===== src/hw/dtim_pkg.sv =====
`default_nettype none

package dtim_pkg;

  typedef logic [31:0] addr_t;
  typedef logic [31:0] data_t;

  // zero strobe marks a read.
  typedef logic [3:0] strb_t;

  // ------------------------------
  // core and memory ports
  // ------------------------------

  typedef struct packed {
    logic  valid;
    logic  fence;
    addr_t addr;
    data_t wdata;
    strb_t wstrb;
  } core_req_t;

  typedef struct packed {
    logic  ready;
    data_t rdata;
  } core_rsp_t;

  typedef struct packed {
    logic  valid;
    addr_t addr;
    data_t wdata;
    strb_t wstrb;
  } mem_req_t;

  typedef struct packed {
    logic  ready;
    data_t rdata;
  } mem_rsp_t;

  typedef enum logic [2:0] {
    acc_none,
    acc_hit,
    acc_miss,
    acc_uncached,
    acc_fence
  } access_e;

  typedef enum logic [1:0] {
    st_idle,
    st_miss,
    st_uncached,
    st_fence
  } ctrl_state_e;

  localparam logic [31:0] default_index_bits = 32'd4;
  localparam logic [31:0] default_base_addr = 32'h0000_1000;
  localparam logic [31:0] default_top_addr = 32'h0000_2000;

endpackage

`default_nettype wire


===== src/hw/dtim_ram.sv =====
`default_nettype none

module dtim_ram #(
  parameter int index_bits = 4
) (
  input  wire logic                        clock,
  input  wire logic [index_bits-1:0]       rd_index,
  output logic [30-index_bits+34-1:0]      rd_entry,
  input  wire logic                        wr_en,
  input  wire logic [index_bits-1:0]       wr_index,
  input  wire logic [30-index_bits+34-1:0] wr_entry
);

  localparam int tag_bits = 30 - index_bits;
  localparam int entry_bits = tag_bits + 34;
  localparam int depth = 1 << index_bits;

  // every line starts unlocked.
  logic [entry_bits-1:0] lines [depth] = '{default: '0};

  // read before write, so a same cycle update shows on the following read.
  always_ff @(posedge clock) begin
    if (wr_en) begin
      lines[wr_index] <= wr_entry;
    end
    rd_entry <= lines[rd_index];
  end

endmodule

`default_nettype wire


===== src/hw/dtim_lookup.sv =====
`default_nettype none

module dtim_lookup import dtim_pkg::*; #(
  parameter int    index_bits = 4,
  parameter addr_t base_addr = 32'h0000_1000,
  parameter addr_t top_addr = 32'h0000_2000
) (
  input  wire logic                        clock,
  input  wire logic                        reset,
  input  wire core_req_t                   req,
  output logic [index_bits-1:0]            rd_index,
  input  wire logic [30-index_bits+34-1:0] rd_entry,
  output access_e                          kind,
  output core_req_t                        held_req,
  output data_t                            line_data,
  output logic                             line_dirty
);

  localparam int tag_bits = 30 - index_bits;
  localparam int entry_bits = tag_bits + 34;

  logic                entry_lock;
  logic [tag_bits-1:0] entry_tag;
  logic [tag_bits-1:0] req_tag;
  logic                in_window;

  // array read starts together with the request register.
  assign rd_index = req.addr[index_bits+1:2];

  always_ff @(posedge clock) begin
    if (req.valid) begin
      held_req <= req;
    end
    if (!reset) begin
      held_req.valid <= 1'b0;
    end else begin
      held_req.valid <= req.valid;
    end
  end

  assign entry_lock = rd_entry[entry_bits-1];
  assign line_dirty = rd_entry[entry_bits-2];
  assign entry_tag = rd_entry[entry_bits-3:32];
  assign line_data = rd_entry[31:0];

  assign req_tag = held_req.addr[31:index_bits+2];
  assign in_window = (held_req.addr >= base_addr) && (held_req.addr < top_addr);

  always_comb begin
    if (!held_req.valid) begin
      kind = acc_none;
    end else if (held_req.fence) begin
      kind = acc_fence;
    end else if (!in_window) begin
      kind = acc_uncached;
    end else if (!entry_lock) begin
      kind = acc_miss;
    end else if (entry_tag != req_tag) begin
      // locked by another address, never evicted.
      kind = acc_uncached;
    end else begin
      kind = acc_hit;
    end
  end

endmodule

`default_nettype wire


===== src/hw/dtim_flush.sv =====
`default_nettype none

module dtim_flush import dtim_pkg::*; #(
  parameter int index_bits = 4
) (
  input  wire logic                        clock,
  input  wire logic                        reset,
  input  wire logic                        start,
  input  wire logic                        step,
  output logic [index_bits-1:0]            rd_index,
  input  wire logic [30-index_bits+34-1:0] rd_entry,
  output mem_req_t                         wb_req,
  output logic                             clear_en,
  output logic [index_bits-1:0]            clear_index,
  output logic                             done,
  output logic                             active
);

  localparam int tag_bits = 30 - index_bits;
  localparam int entry_bits = tag_bits + 34;

  logic [index_bits-1:0] index;
  logic                  have;
  logic                  advance;
  logic                  entry_lock;
  logic                  entry_dirty;
  logic [tag_bits-1:0]   entry_tag;

  assign entry_lock = rd_entry[entry_bits-1];
  assign entry_dirty = rd_entry[entry_bits-2];
  assign entry_tag = rd_entry[entry_bits-3:32];

  // have is set once the entry at index sits on rd_entry.
  assign advance = active && have && step;

  // look ahead so the next entry is ready when the step is taken.
  assign rd_index = advance ? index + 1'b1 : index;

  always_comb begin
    wb_req = '0;
    wb_req.valid = advance && entry_lock && entry_dirty;
    wb_req.addr = {entry_tag, index, 2'b00};
    wb_req.wdata = rd_entry[31:0];
    wb_req.wstrb = 4'hf;
  end

  assign clear_en = advance;
  assign clear_index = index;
  assign done = advance && (index == '1);

  always_ff @(posedge clock) begin
    if (!reset) begin
      active <= 1'b0;
      have <= 1'b0;
      index <= '0;
    end else if (start) begin
      active <= 1'b1;
      have <= 1'b0;
      index <= '0;
    end else if (active) begin
      have <= 1'b1;
      if (advance) begin
        if (index == '1) begin
          active <= 1'b0;
        end else begin
          index <= index + 1'b1;
        end
      end
    end
  end

endmodule

`default_nettype wire


===== src/hw/dtim_ctrl.sv =====
`default_nettype none

module dtim_ctrl import dtim_pkg::*; #(
  parameter int index_bits = 4
) (
  input  wire logic                   clock,
  input  wire logic                   reset,
  input  wire access_e                kind,
  input  wire core_req_t              held_req,
  input  wire data_t                  line_data,
  input  wire logic                   line_dirty,
  input  wire mem_rsp_t               mem_rsp,
  input  wire mem_req_t               flush_wb,
  input  wire logic                   flush_done,
  input  wire logic                   clear_en,
  input  wire logic [index_bits-1:0]  clear_index,
  output core_rsp_t                   rsp,
  output mem_req_t                    mem_req,
  output logic                        flush_start,
  output logic                        flush_step,
  output logic                        wr_en,
  output logic [index_bits-1:0]       wr_index,
  output logic [30-index_bits+34-1:0] wr_entry
);

  localparam int tag_bits = 30 - index_bits;

  ctrl_state_e state;
  ctrl_state_e state_n;
  logic        wb_wait;
  logic        wb_wait_n;
  logic        draining;
  logic        draining_n;

  logic [tag_bits-1:0]   req_tag;
  logic [index_bits-1:0] req_index;
  addr_t                 word_addr;
  logic                  is_store;

  function automatic data_t merge_bytes(data_t base, data_t bytes, strb_t strb);
    data_t result;
    result = base;
    for (int i = 0; i < 4; i++) begin
      if (strb[i]) begin
        result[8*i +: 8] = bytes[8*i +: 8];
      end
    end
    return result;
  endfunction

  // held request stays put until its response.
  assign req_tag = held_req.addr[31:index_bits+2];
  assign req_index = held_req.addr[index_bits+1:2];
  assign word_addr = {held_req.addr[31:2], 2'b00};
  assign is_store = |held_req.wstrb;

  always_comb begin
    state_n = state;
    wb_wait_n = wb_wait;
    draining_n = draining;
    rsp = '0;
    mem_req = '0;
    flush_start = 1'b0;
    flush_step = 1'b0;
    wr_en = 1'b0;
    wr_index = req_index;
    wr_entry = '0;

    case (state)
      st_idle: begin
        case (kind)
          acc_hit: begin
            rsp.ready = 1'b1;
            rsp.rdata = line_data;
            if (is_store) begin
              wr_en = 1'b1;
              wr_entry = {1'b1, line_dirty | is_store, req_tag,
                          merge_bytes(line_data, held_req.wdata, held_req.wstrb)};
            end
          end
          acc_miss: begin
            mem_req.valid = 1'b1;
            mem_req.addr = word_addr;
            state_n = st_miss;
          end
          acc_uncached: begin
            mem_req.valid = 1'b1;
            mem_req.addr = word_addr;
            mem_req.wdata = held_req.wdata;
            mem_req.wstrb = held_req.wstrb;
            state_n = st_uncached;
          end
          acc_fence: begin
            flush_start = 1'b1;
            state_n = st_fence;
          end
          default: begin
          end
        endcase
      end

      st_miss: begin
        if (mem_rsp.ready) begin
          // core sees the memory word, the line gets the merged one.
          rsp.ready = 1'b1;
          rsp.rdata = mem_rsp.rdata;
          wr_en = 1'b1;
          wr_entry = {1'b1, is_store, req_tag,
                      merge_bytes(mem_rsp.rdata, held_req.wdata, held_req.wstrb)};
          state_n = st_idle;
        end
      end

      st_uncached: begin
        if (mem_rsp.ready) begin
          rsp.ready = 1'b1;
          rsp.rdata = mem_rsp.rdata;
          state_n = st_idle;
        end
      end

      st_fence: begin
        if (wb_wait && mem_rsp.ready) begin
          wb_wait_n = 1'b0;
        end
        if (draining) begin
          // last write-back still in flight.
          if (mem_rsp.ready) begin
            rsp.ready = 1'b1;
            draining_n = 1'b0;
            state_n = st_idle;
          end
        end else begin
          flush_step = !wb_wait || mem_rsp.ready;
          if (flush_wb.valid) begin
            mem_req = flush_wb;
            wb_wait_n = 1'b1;
          end
          if (flush_done) begin
            if (flush_wb.valid) begin
              draining_n = 1'b1;
            end else begin
              rsp.ready = 1'b1;
              state_n = st_idle;
            end
          end
        end
        if (clear_en) begin
          wr_en = 1'b1;
          wr_index = clear_index;
          wr_entry = '0;
        end
      end

      default: begin
        state_n = st_idle;
      end
    endcase
  end

  always_ff @(posedge clock) begin
    if (!reset) begin
      state <= st_idle;
      wb_wait <= 1'b0;
      draining <= 1'b0;
    end else begin
      state <= state_n;
      wb_wait <= wb_wait_n;
      draining <= draining_n;
    end
  end

endmodule

`default_nettype wire


===== src/hw/dtim.sv =====
`default_nettype none

module dtim import dtim_pkg::*; #(
  parameter int    index_bits = default_index_bits,
  parameter addr_t base_addr = default_base_addr,
  parameter addr_t top_addr = default_top_addr
) (
  input  wire logic      clock,
  input  wire logic      reset,
  input  wire core_req_t req,
  output core_rsp_t      rsp,
  output mem_req_t       mem_req,
  input  wire mem_rsp_t  mem_rsp
);

  localparam int entry_bits = 30 - index_bits + 34;

  logic [index_bits-1:0] lookup_index;
  logic [index_bits-1:0] flush_index;
  logic [index_bits-1:0] rd_index;
  logic [entry_bits-1:0] rd_entry;
  access_e               kind;
  core_req_t             held_req;
  data_t                 line_data;
  logic                  line_dirty;
  mem_req_t              flush_wb;
  logic                  flush_start;
  logic                  flush_step;
  logic                  flush_done;
  logic                  flush_active;
  logic                  clear_en;
  logic [index_bits-1:0] clear_index;
  logic                  wr_en;
  logic [index_bits-1:0] wr_index;
  logic [entry_bits-1:0] wr_entry;

  // ------------------------------
  // array read port select
  // ------------------------------
  assign rd_index = flush_active ? flush_index : lookup_index;

  dtim_lookup #(
    .index_bits(index_bits),
    .base_addr (base_addr),
    .top_addr  (top_addr)
  ) lookup_inst (
    .clock     (clock),
    .reset     (reset),
    .req       (req),
    .rd_index  (lookup_index),
    .rd_entry  (rd_entry),
    .kind      (kind),
    .held_req  (held_req),
    .line_data (line_data),
    .line_dirty(line_dirty)
  );

  dtim_ctrl #(
    .index_bits(index_bits)
  ) ctrl_inst (
    .clock      (clock),
    .reset      (reset),
    .kind       (kind),
    .held_req   (held_req),
    .line_data  (line_data),
    .line_dirty (line_dirty),
    .mem_rsp    (mem_rsp),
    .flush_wb   (flush_wb),
    .flush_done (flush_done),
    .clear_en   (clear_en),
    .clear_index(clear_index),
    .rsp        (rsp),
    .mem_req    (mem_req),
    .flush_start(flush_start),
    .flush_step (flush_step),
    .wr_en      (wr_en),
    .wr_index   (wr_index),
    .wr_entry   (wr_entry)
  );

  dtim_flush #(
    .index_bits(index_bits)
  ) flush_inst (
    .clock      (clock),
    .reset      (reset),
    .start      (flush_start),
    .step       (flush_step),
    .rd_index   (flush_index),
    .rd_entry   (rd_entry),
    .wb_req     (flush_wb),
    .clear_en   (clear_en),
    .clear_index(clear_index),
    .done       (flush_done),
    .active     (flush_active)
  );

  dtim_ram #(
    .index_bits(index_bits)
  ) ram_inst (
    .clock   (clock),
    .rd_index(rd_index),
    .rd_entry(rd_entry),
    .wr_en   (wr_en),
    .wr_index(wr_index),
    .wr_entry(wr_entry)
  );

endmodule

`default_nettype wire


===== config.mk =====
export PLATFORM = sky130hd
export DESIGN_NAME = dtim
export DESIGN_NICKNAME = d
export VERILOG_FILES = /design/src/hw/dtim_pkg.sv /design/src/hw/dtim_ram.sv /design/src/hw/dtim_lookup.sv /design/src/hw/dtim_flush.sv /design/src/hw/dtim_ctrl.sv /design/src/hw/dtim.sv
export SDC_FILE = /design/constraint.sdc
export NUM_CORES = 1
export LEC_CHECK = 0
export BUFFER_PORTS_ARGS = -buffer_cell sky130_fd_sc_hd__buf_4
export CAP_MARGIN = 40
export CORE_ASPECT_RATIO = 1.75
export CORE_MARGIN = 5
export CORE_UTILIZATION = 44
export CTS_BUF_LIST = sky130_fd_sc_hd__clkbuf_8
export DETAILED_ROUTE_END_ITERATION = 8
export GPL_ROUTABILITY_DRIVEN = 0
export PLACE_DENSITY = 0.68
export RECOVER_POWER = 100
export SYNTH_ARGS = -nofsm -noshare
export SYNTH_HDL_FRONTEND = slang
export SYNTH_HIERARCHICAL = 1
export SYNTH_SLANG_ARGS = --single-unit

===== constraint.sdc =====
create_clock -name clock -period 9.4 [get_ports clock]
set_input_delay 0.47 -clock clock [delete_from_list [all_inputs] [get_ports clock]]
set_output_delay 0.47 -clock clock [all_outputs]
set_load 0.05 [all_outputs]

# After elaboration in Yosys (flattened, before gate mapping)

Memories as Yosys holds them, arrays and structs flattened. A register that Yosys moved wholly into a read port is not among the register bits.
Index checks and enable logic that the tools add are counted.

Register bits: 80
RAM bits: 960
Bits of input ports: 105
Memories: 1

Add/subtract/negate cells: 1
$lt $le $gt $ge: 2
Equal/unequal tests: 12
Muxes and demuxes: 61
Bitwise operators: 3
Reductions and logical operators: 16

Memory list:

| memory         | words | bits a word | rd ports | clocked after memory_dff | wr ports | RTL line       | source |
|---|---|---|---|---|---|---|---|
| ram_inst.lines | 16    | 60          | 1        | 1                        | 1        | dtim_ram.sv:19 | `logic [entry_bits-1:0] lines [depth] = '{default: '0};` |

Operators by type and width:

| operator               | count |
|---|---|
| $mux W60               | 3 |
| $mux W69               | 2 |
| $pmux W69 S2           | 1 |
| $pmux W60 S2           | 1 |
| $mux W33               | 3 |
| $mux W8                | 8 |
| $pmux W32 S2           | 1 |
| $mux W36               | 1 |
| $ge A32 B13 Y1 const B | 1 |
| $lt A32 B14 Y1 const B | 1 |
| $ne A26 B26 Y1         | 1 |
| $mux W1                | 24 |
| $mux W4                | 4 |
| $mux W3                | 4 |
| $pmux W2 S3            | 2 |
| $mux W2                | 5 |
| $logic_and A1 B1 Y1    | 7 |
| $eq A3 B2 Y1 const B   | 2 |
| $pmux W1 S3            | 2 |
| $reduce_and A3 Y1      | 2 |
| $reduce_or A2 Y1       | 3 |
| $add A4 B1 Y4 const B  | 1 |
| $eq A2 B2 Y1 const B   | 2 |
| $eq A4 B4 Y1 const B   | 1 |
| other kinds (12)       | 13 |

# Longest topological paths before layout

Depth after elaboration: 11
Depth in mapped cells: 14
Mapped depth without buffers: 11

# Modules after synthesis

The synthesis kept the hierarchy.

Modules (own cells, without submodules):

| module      | instances | cells each | area an instance (µm²) | seq. area each (µm²) |
|---|---|---|---|---|
| dtim_ram    | 1         | 1548       | 37106.8                | 30028.8 |
| dtim_lookup | 1         | 156        | 2737.6                 | 2092.0 |
| dtim_ctrl   | 1         | 443        | 2687.6                 | 80.1 |
| dtim_flush  | 1         | 110        | 844.6                  | 120.1 |
| dtim        | 1         | 4          | 45.0                   | 0.0 |

# Worst setup path before layout

Ideal clock, no wire load.

Kind: flip-flop to flip-flop
Start point: reg, netlist name lookup_inst/held_req[61]
End point: mem ram_inst/lines[0][0] in the netlist's numbering, enable pin
Library setup time: 552 ps
Arrival time: 6452 ps
Data required time: 8848 ps
Setup slack: 2396 ps
Stages on the path, launching flop included: 11
Buffers on the path: 1
Path through: edfxtp_1 xnor2_1 nand4_1 nor4_1 a31oi_1 and4bb_2 buf_2 a21oi_4 a21oi_1 or3b_2 nor3_1

Cells in the longest elaborated chain, start to end: 11

Ends and longest elaborated chain:

| item                                                   | RTL line          | source |
|---|---|---|
| branches (longest 3 deep; another with $ge A32 B13 Y1) | -                 |  |
| $mux W3 *                                              | dtim_lookup.sv:54 | `end else if (!in_window) begin` |
| $mux W3 *                                              | dtim_lookup.sv:52 | `end else if (held_req.fence) begin` |
| $mux W3 *                                              | dtim_lookup.sv:50 | `if (!held_req.valid) begin` |
| via kind[1]                                            | dtim.sv:22        | `access_e kind;` |
| $eq A3 B1 Y1 *                                         | dtim_ctrl.sv:71   | `case (kind)` |
| $mux W1 *                                              | dtim_ctrl.sv:71   |  |
| $pmux W1 S3 *                                          | dtim_ctrl.sv:69   | `case (state)` |
| via wr_en                                              | dtim.sv:33        | `logic wr_en;` |
| $mux W1 *                                              | dtim_ram.sv:23    | `if (wr_en) begin` |
| $mux W1 (implied by the code) *                        | dtim_ram.sv:24    | `lines[wr_index] <= wr_entry;` |
| to (decl)                                              | dtim_ram.sv:19    |  |

Mark *: on every way through the listed nets, which the timed path passes.

# Worst setup path after layout

Start point: reg, netlist name lookup_inst/held_req[44]
End point: mem ram_inst/lines[13][39] in the netlist's numbering, enable pin

Cells in the longest elaborated chain, start to end: 11

Ends and longest elaborated chain:

| item                                                   | RTL line |
|---|---|
| branches (longest 3 deep; another with $ge A32 B13 Y1) | - |
| $mux W3 *                                              | dtim_lookup.sv:54 |
| $mux W3 *                                              | dtim_lookup.sv:52 |
| $mux W3 *                                              | dtim_lookup.sv:50 |
| via kind[1]                                            | dtim.sv:22 |
| $eq A3 B1 Y1 *                                         | dtim_ctrl.sv:71 |
| $mux W1 *                                              | dtim_ctrl.sv:71 |
| $pmux W1 S3 *                                          | dtim_ctrl.sv:69 |
| via wr_en                                              | dtim.sv:33 |
| $mux W1 *                                              | dtim_ram.sv:23 |
| $mux W1 (implied by the code) *                        | dtim_ram.sv:24 |

Marked as above.

==> results.py <==
metrics = {
    "critical_path": {
        "max_stage_delay_ns": 1.40,
        "critPathArrivalTime_ns": 7.49,
        "critPathTopFamily": "simple AND/OR/NAND/NOR gates",
        "crit_chain": "xnor2_1 > nand4_1 > nor4_1 > a31oi_1 > and4bb_1 > a21oi_1 > a21oi_1 > nand3_1 > nor2_1 > clkbuf_1 > buf_16",
        "endpoint_kind": "flop",
        "r2r_cells": 11,
        "r2r_end": "ram_inst/lines[13][39]",
        "critPathRequiredTime_ns": 9.89,
        "startpoint_type": "flop",
        "crit_buf_inv": 2,
        "regToRegSetupSlack_ns": 2.40,
        "r2r-start": "lookup_inst/held_req[44]",
        "path_class": "reg2reg",
        "crit_slowest_cell": "and4bb_1",
        "crit_fanout": 41,
        "crit_top_cell": "a21oi_1",
    },
    "global_routing": {
        "use_met3_pct": 4.44,
        "use_met2_pct": 36.0,
        "grt_pass1_vias": 24450,
        "grt_use_met1_pct": 26.5,
        "grt_max_degree": 147,
        "grt_util_all_layers_pct": 20.9,
        "grt-ovfl-total": 0,
        "antenna_found_initial": 7,
        "grt_pass1_wl_um": 161000,
        "busiest_layer": "met2",
    },
    "logic_synthesis": {
        "synth.avg_cell_area_um2": 19.2,
        "synthCells": 2258,
        "syn_area_um2": 43400,
        "ys_warn_count": 6,
    },
    "timing": {
        "finalSetupViolCount": 0,
        "period_share_pct": 74.5,
        "rsz0062_at_grt": "false",
        "worst_pin_slew_ns": 3.63,
        "clock_skew_ns": 0.0366,
        "setup_tns_ns": 0,
        "timing.final.max_slew_violations": 423,
        "fmax_ghz": 0.143,
        "slew_headroom_pct": -142,
        "finalWorstPathRequiredPeriod_ns": 7.00,
        "hold_viol": 0,
    },
    "pwr": {
        "p_seq_share_pct": 55.6,
        "p_int_mw": 7.60,
        "power.density_nw_per_um2": 203,
        "irDropWorstVdd_mv": 0.153,
        "p_sw_share_pct": 24.2,
        "comb_power_share_pct": 8.6,
        "p_sw_mw": 2.42,
        "p_clk_share_pct": 35.8,
        "p_leak_nw": 16.5,
    },
    "clocking": {
        "clock_sinks": 1098,
        "cts_buffers": 160,
        "clockBufferDepth": 3,
        "cts_setup_buffers": 0,
        "clock-root-buffer": "clkbuf_8",
        "cts_tree": "yes",
        "clkTransAtPathRegs_ns": 0.06,
        "clkLatencyLatePin_ns": 0.83,
        "h-tree-depth": 4,
    },
    "die": {
        "initial_core_util_pct": 44.3,
        "fp.dieW_um": 247,
        "design.die.area_um2": 105000,
        "core_um2": 97900,
        "die-height_um": 425,
        "num_rows": 152,
        "io_pins": 207,
    },
    "min_path": {
        "holdPathStages": 4,
        "hold_class": "in2reg",
        "whs_endpoint": "ctrl_inst/wb_wait",
        "hp-start": "mem_rsp[32]",
    },
    "drt": {
        "wl_um": 111000,
        "drt_iter0_markers": 2592,
        "drcViolationCount": 0,
        "wire_per_inst_um": 27.9,
        "vias_per_cell": 5.87,
        "via_count": 23401,
        "dr.pass1.iters": 5,
        "drtAntennaViolNets": 0,
    },
    "final_layout": {
        "fin_nets": 2659,
        "drive_gt1_share_pct": 22.3,
        "stdcell_area_um2": 49300,
        "syn_to_final_growth_pct": 13.6,
        "fillers": 7926,
    },
    "placement": {
        "dp_hpwl_um": 66100,
        "io_buffers": 202,
        "placed_area_um2": 46300,
    },
    "run_status": {
        "violations": "capacitance limit, slew limit",
        "status": "complete, but fails checks",
    },
    "run": {
        "drv_cap": 19,
    },
}
flip-flops by register name (all words and copies together), names as in the netlist:
name	flops
ctrl_inst/draining	1
ctrl_inst/state	2
ctrl_inst/wb_wait	1
flush_inst/active	1
flush_inst/clear_index	4
flush_inst/have	1
lookup_inst/held_req	68
ram_inst/lines	960
ram_inst/rd_entry	60
power groups by stage:
stage               clock network (mW)  registers, mW  logic [mW]
floorplan                            0           5.63       0.631
detailed placement                   0           5.66       0.869
global placement                     0           5.66       0.816
finish                            3.59           5.57       0.858
global route                      3.90           5.57       0.912
CTS                               3.66           5.56       0.895
per-layer routing:
metal	up-vias	part of all wire (%)
li1	9732	-
met1	12190	37
met2	1275	52
met3	200	8.9
met4	4	2.7
met5	-	0.024
per-stage QoR:
stage	total power [mW]	setup WS, ns	hold slack (ns)	cells	utilization [%]
floorplan	6.26	2.40	0.479	2262	-
global placement	6.48	4.02	0.496	3573	46.5
detailed placement	6.53	4.28	0.512	3618	47.3
CTS	10.1	4.20	0.00839	3978	51.1
global route	10.4	2.06	0.0613	3987	50.3
finish	10.0	2.40	0.0896	3988	50.3
worst max path at each step:
stage | from | to | slack (ns) | depth (start not counted)
after global routing | lookup_inst/held_req[46] | ram_inst/lines[13][39] | 2.06 | 11
after global placement | lookup_inst/held_req[46] | ram_inst/lines[10][27] | 4.02 | 10
final | lookup_inst/held_req[44] | ram_inst/lines[13][39] | 2.40 | 11
after floorplan | lookup_inst/held_req[61] | ram_inst/lines[0][0] | 2.40 | 10
after CTS | ctrl_inst/state[1] | mem_req[34] | 4.20 | 11
after detailed placement | lookup_inst/held_req[46] | ram_inst/lines[3][30] | 4.28 | 11
worst register-to-register path: cells and delay by family (launching register included):
family                 cells  cell delay [ns]
AO/OA/AOI/OAI              3             0.84
XOR/XNOR                   1             0.48
buffers and inverters      2             1.51
flip-flops                 1             0.42
AND/OR/NAND/NOR            5             3.38
repair_timing:
item / CTS / global route
hold endpoints to repair: 87 / 0
resized for setup: 0 / 0
setup endpoints to repair: 0 / 0
hold buffers: 69 / 0
placed cells by master, fill, tap and decap left out, types with 8 or more instances in the layout:
cell type / instances
a22oi_1: 219
a21oi_1: 41
inv_1: 60
and2_0: 27
xnor2_1: 29
a32oi_1: 31
nand3_1: 8
clkbuf_1: 167
edfxtp_1: 1027
clkinv_1: 30
o21ai_0: 38
mux4_2: 240
clkbuf_8: 174
dfxtp_1: 71
clkbuf_4: 48
buf_16: 16
nand2_1: 73
nor2_1: 118
dlygate4sd3_1: 69
buf_4: 55
clkinv_2: 20
cell type report:
| cell class | count | area (um^2) | area share (%) |
|---|---|---|---|
| well taps | 1309 | 1640 | 3.32 |
| multi-input cells | 916 | 9660 | 19.6 |
| flip-flops and latches | 1098 | 32300 | 65.5 |
| repair buffers | 361 | 2650 | 5.38 |
| clock buffers | 174 | 2390 | 4.86 |
| clock inverters | 117 | 614 | 1.25 |
| diodes | 2 | 5.00 | 0.0102 |
| inverters | 11 | 41.3 | 0.0838 |
(Power assumes the default switching activity.)
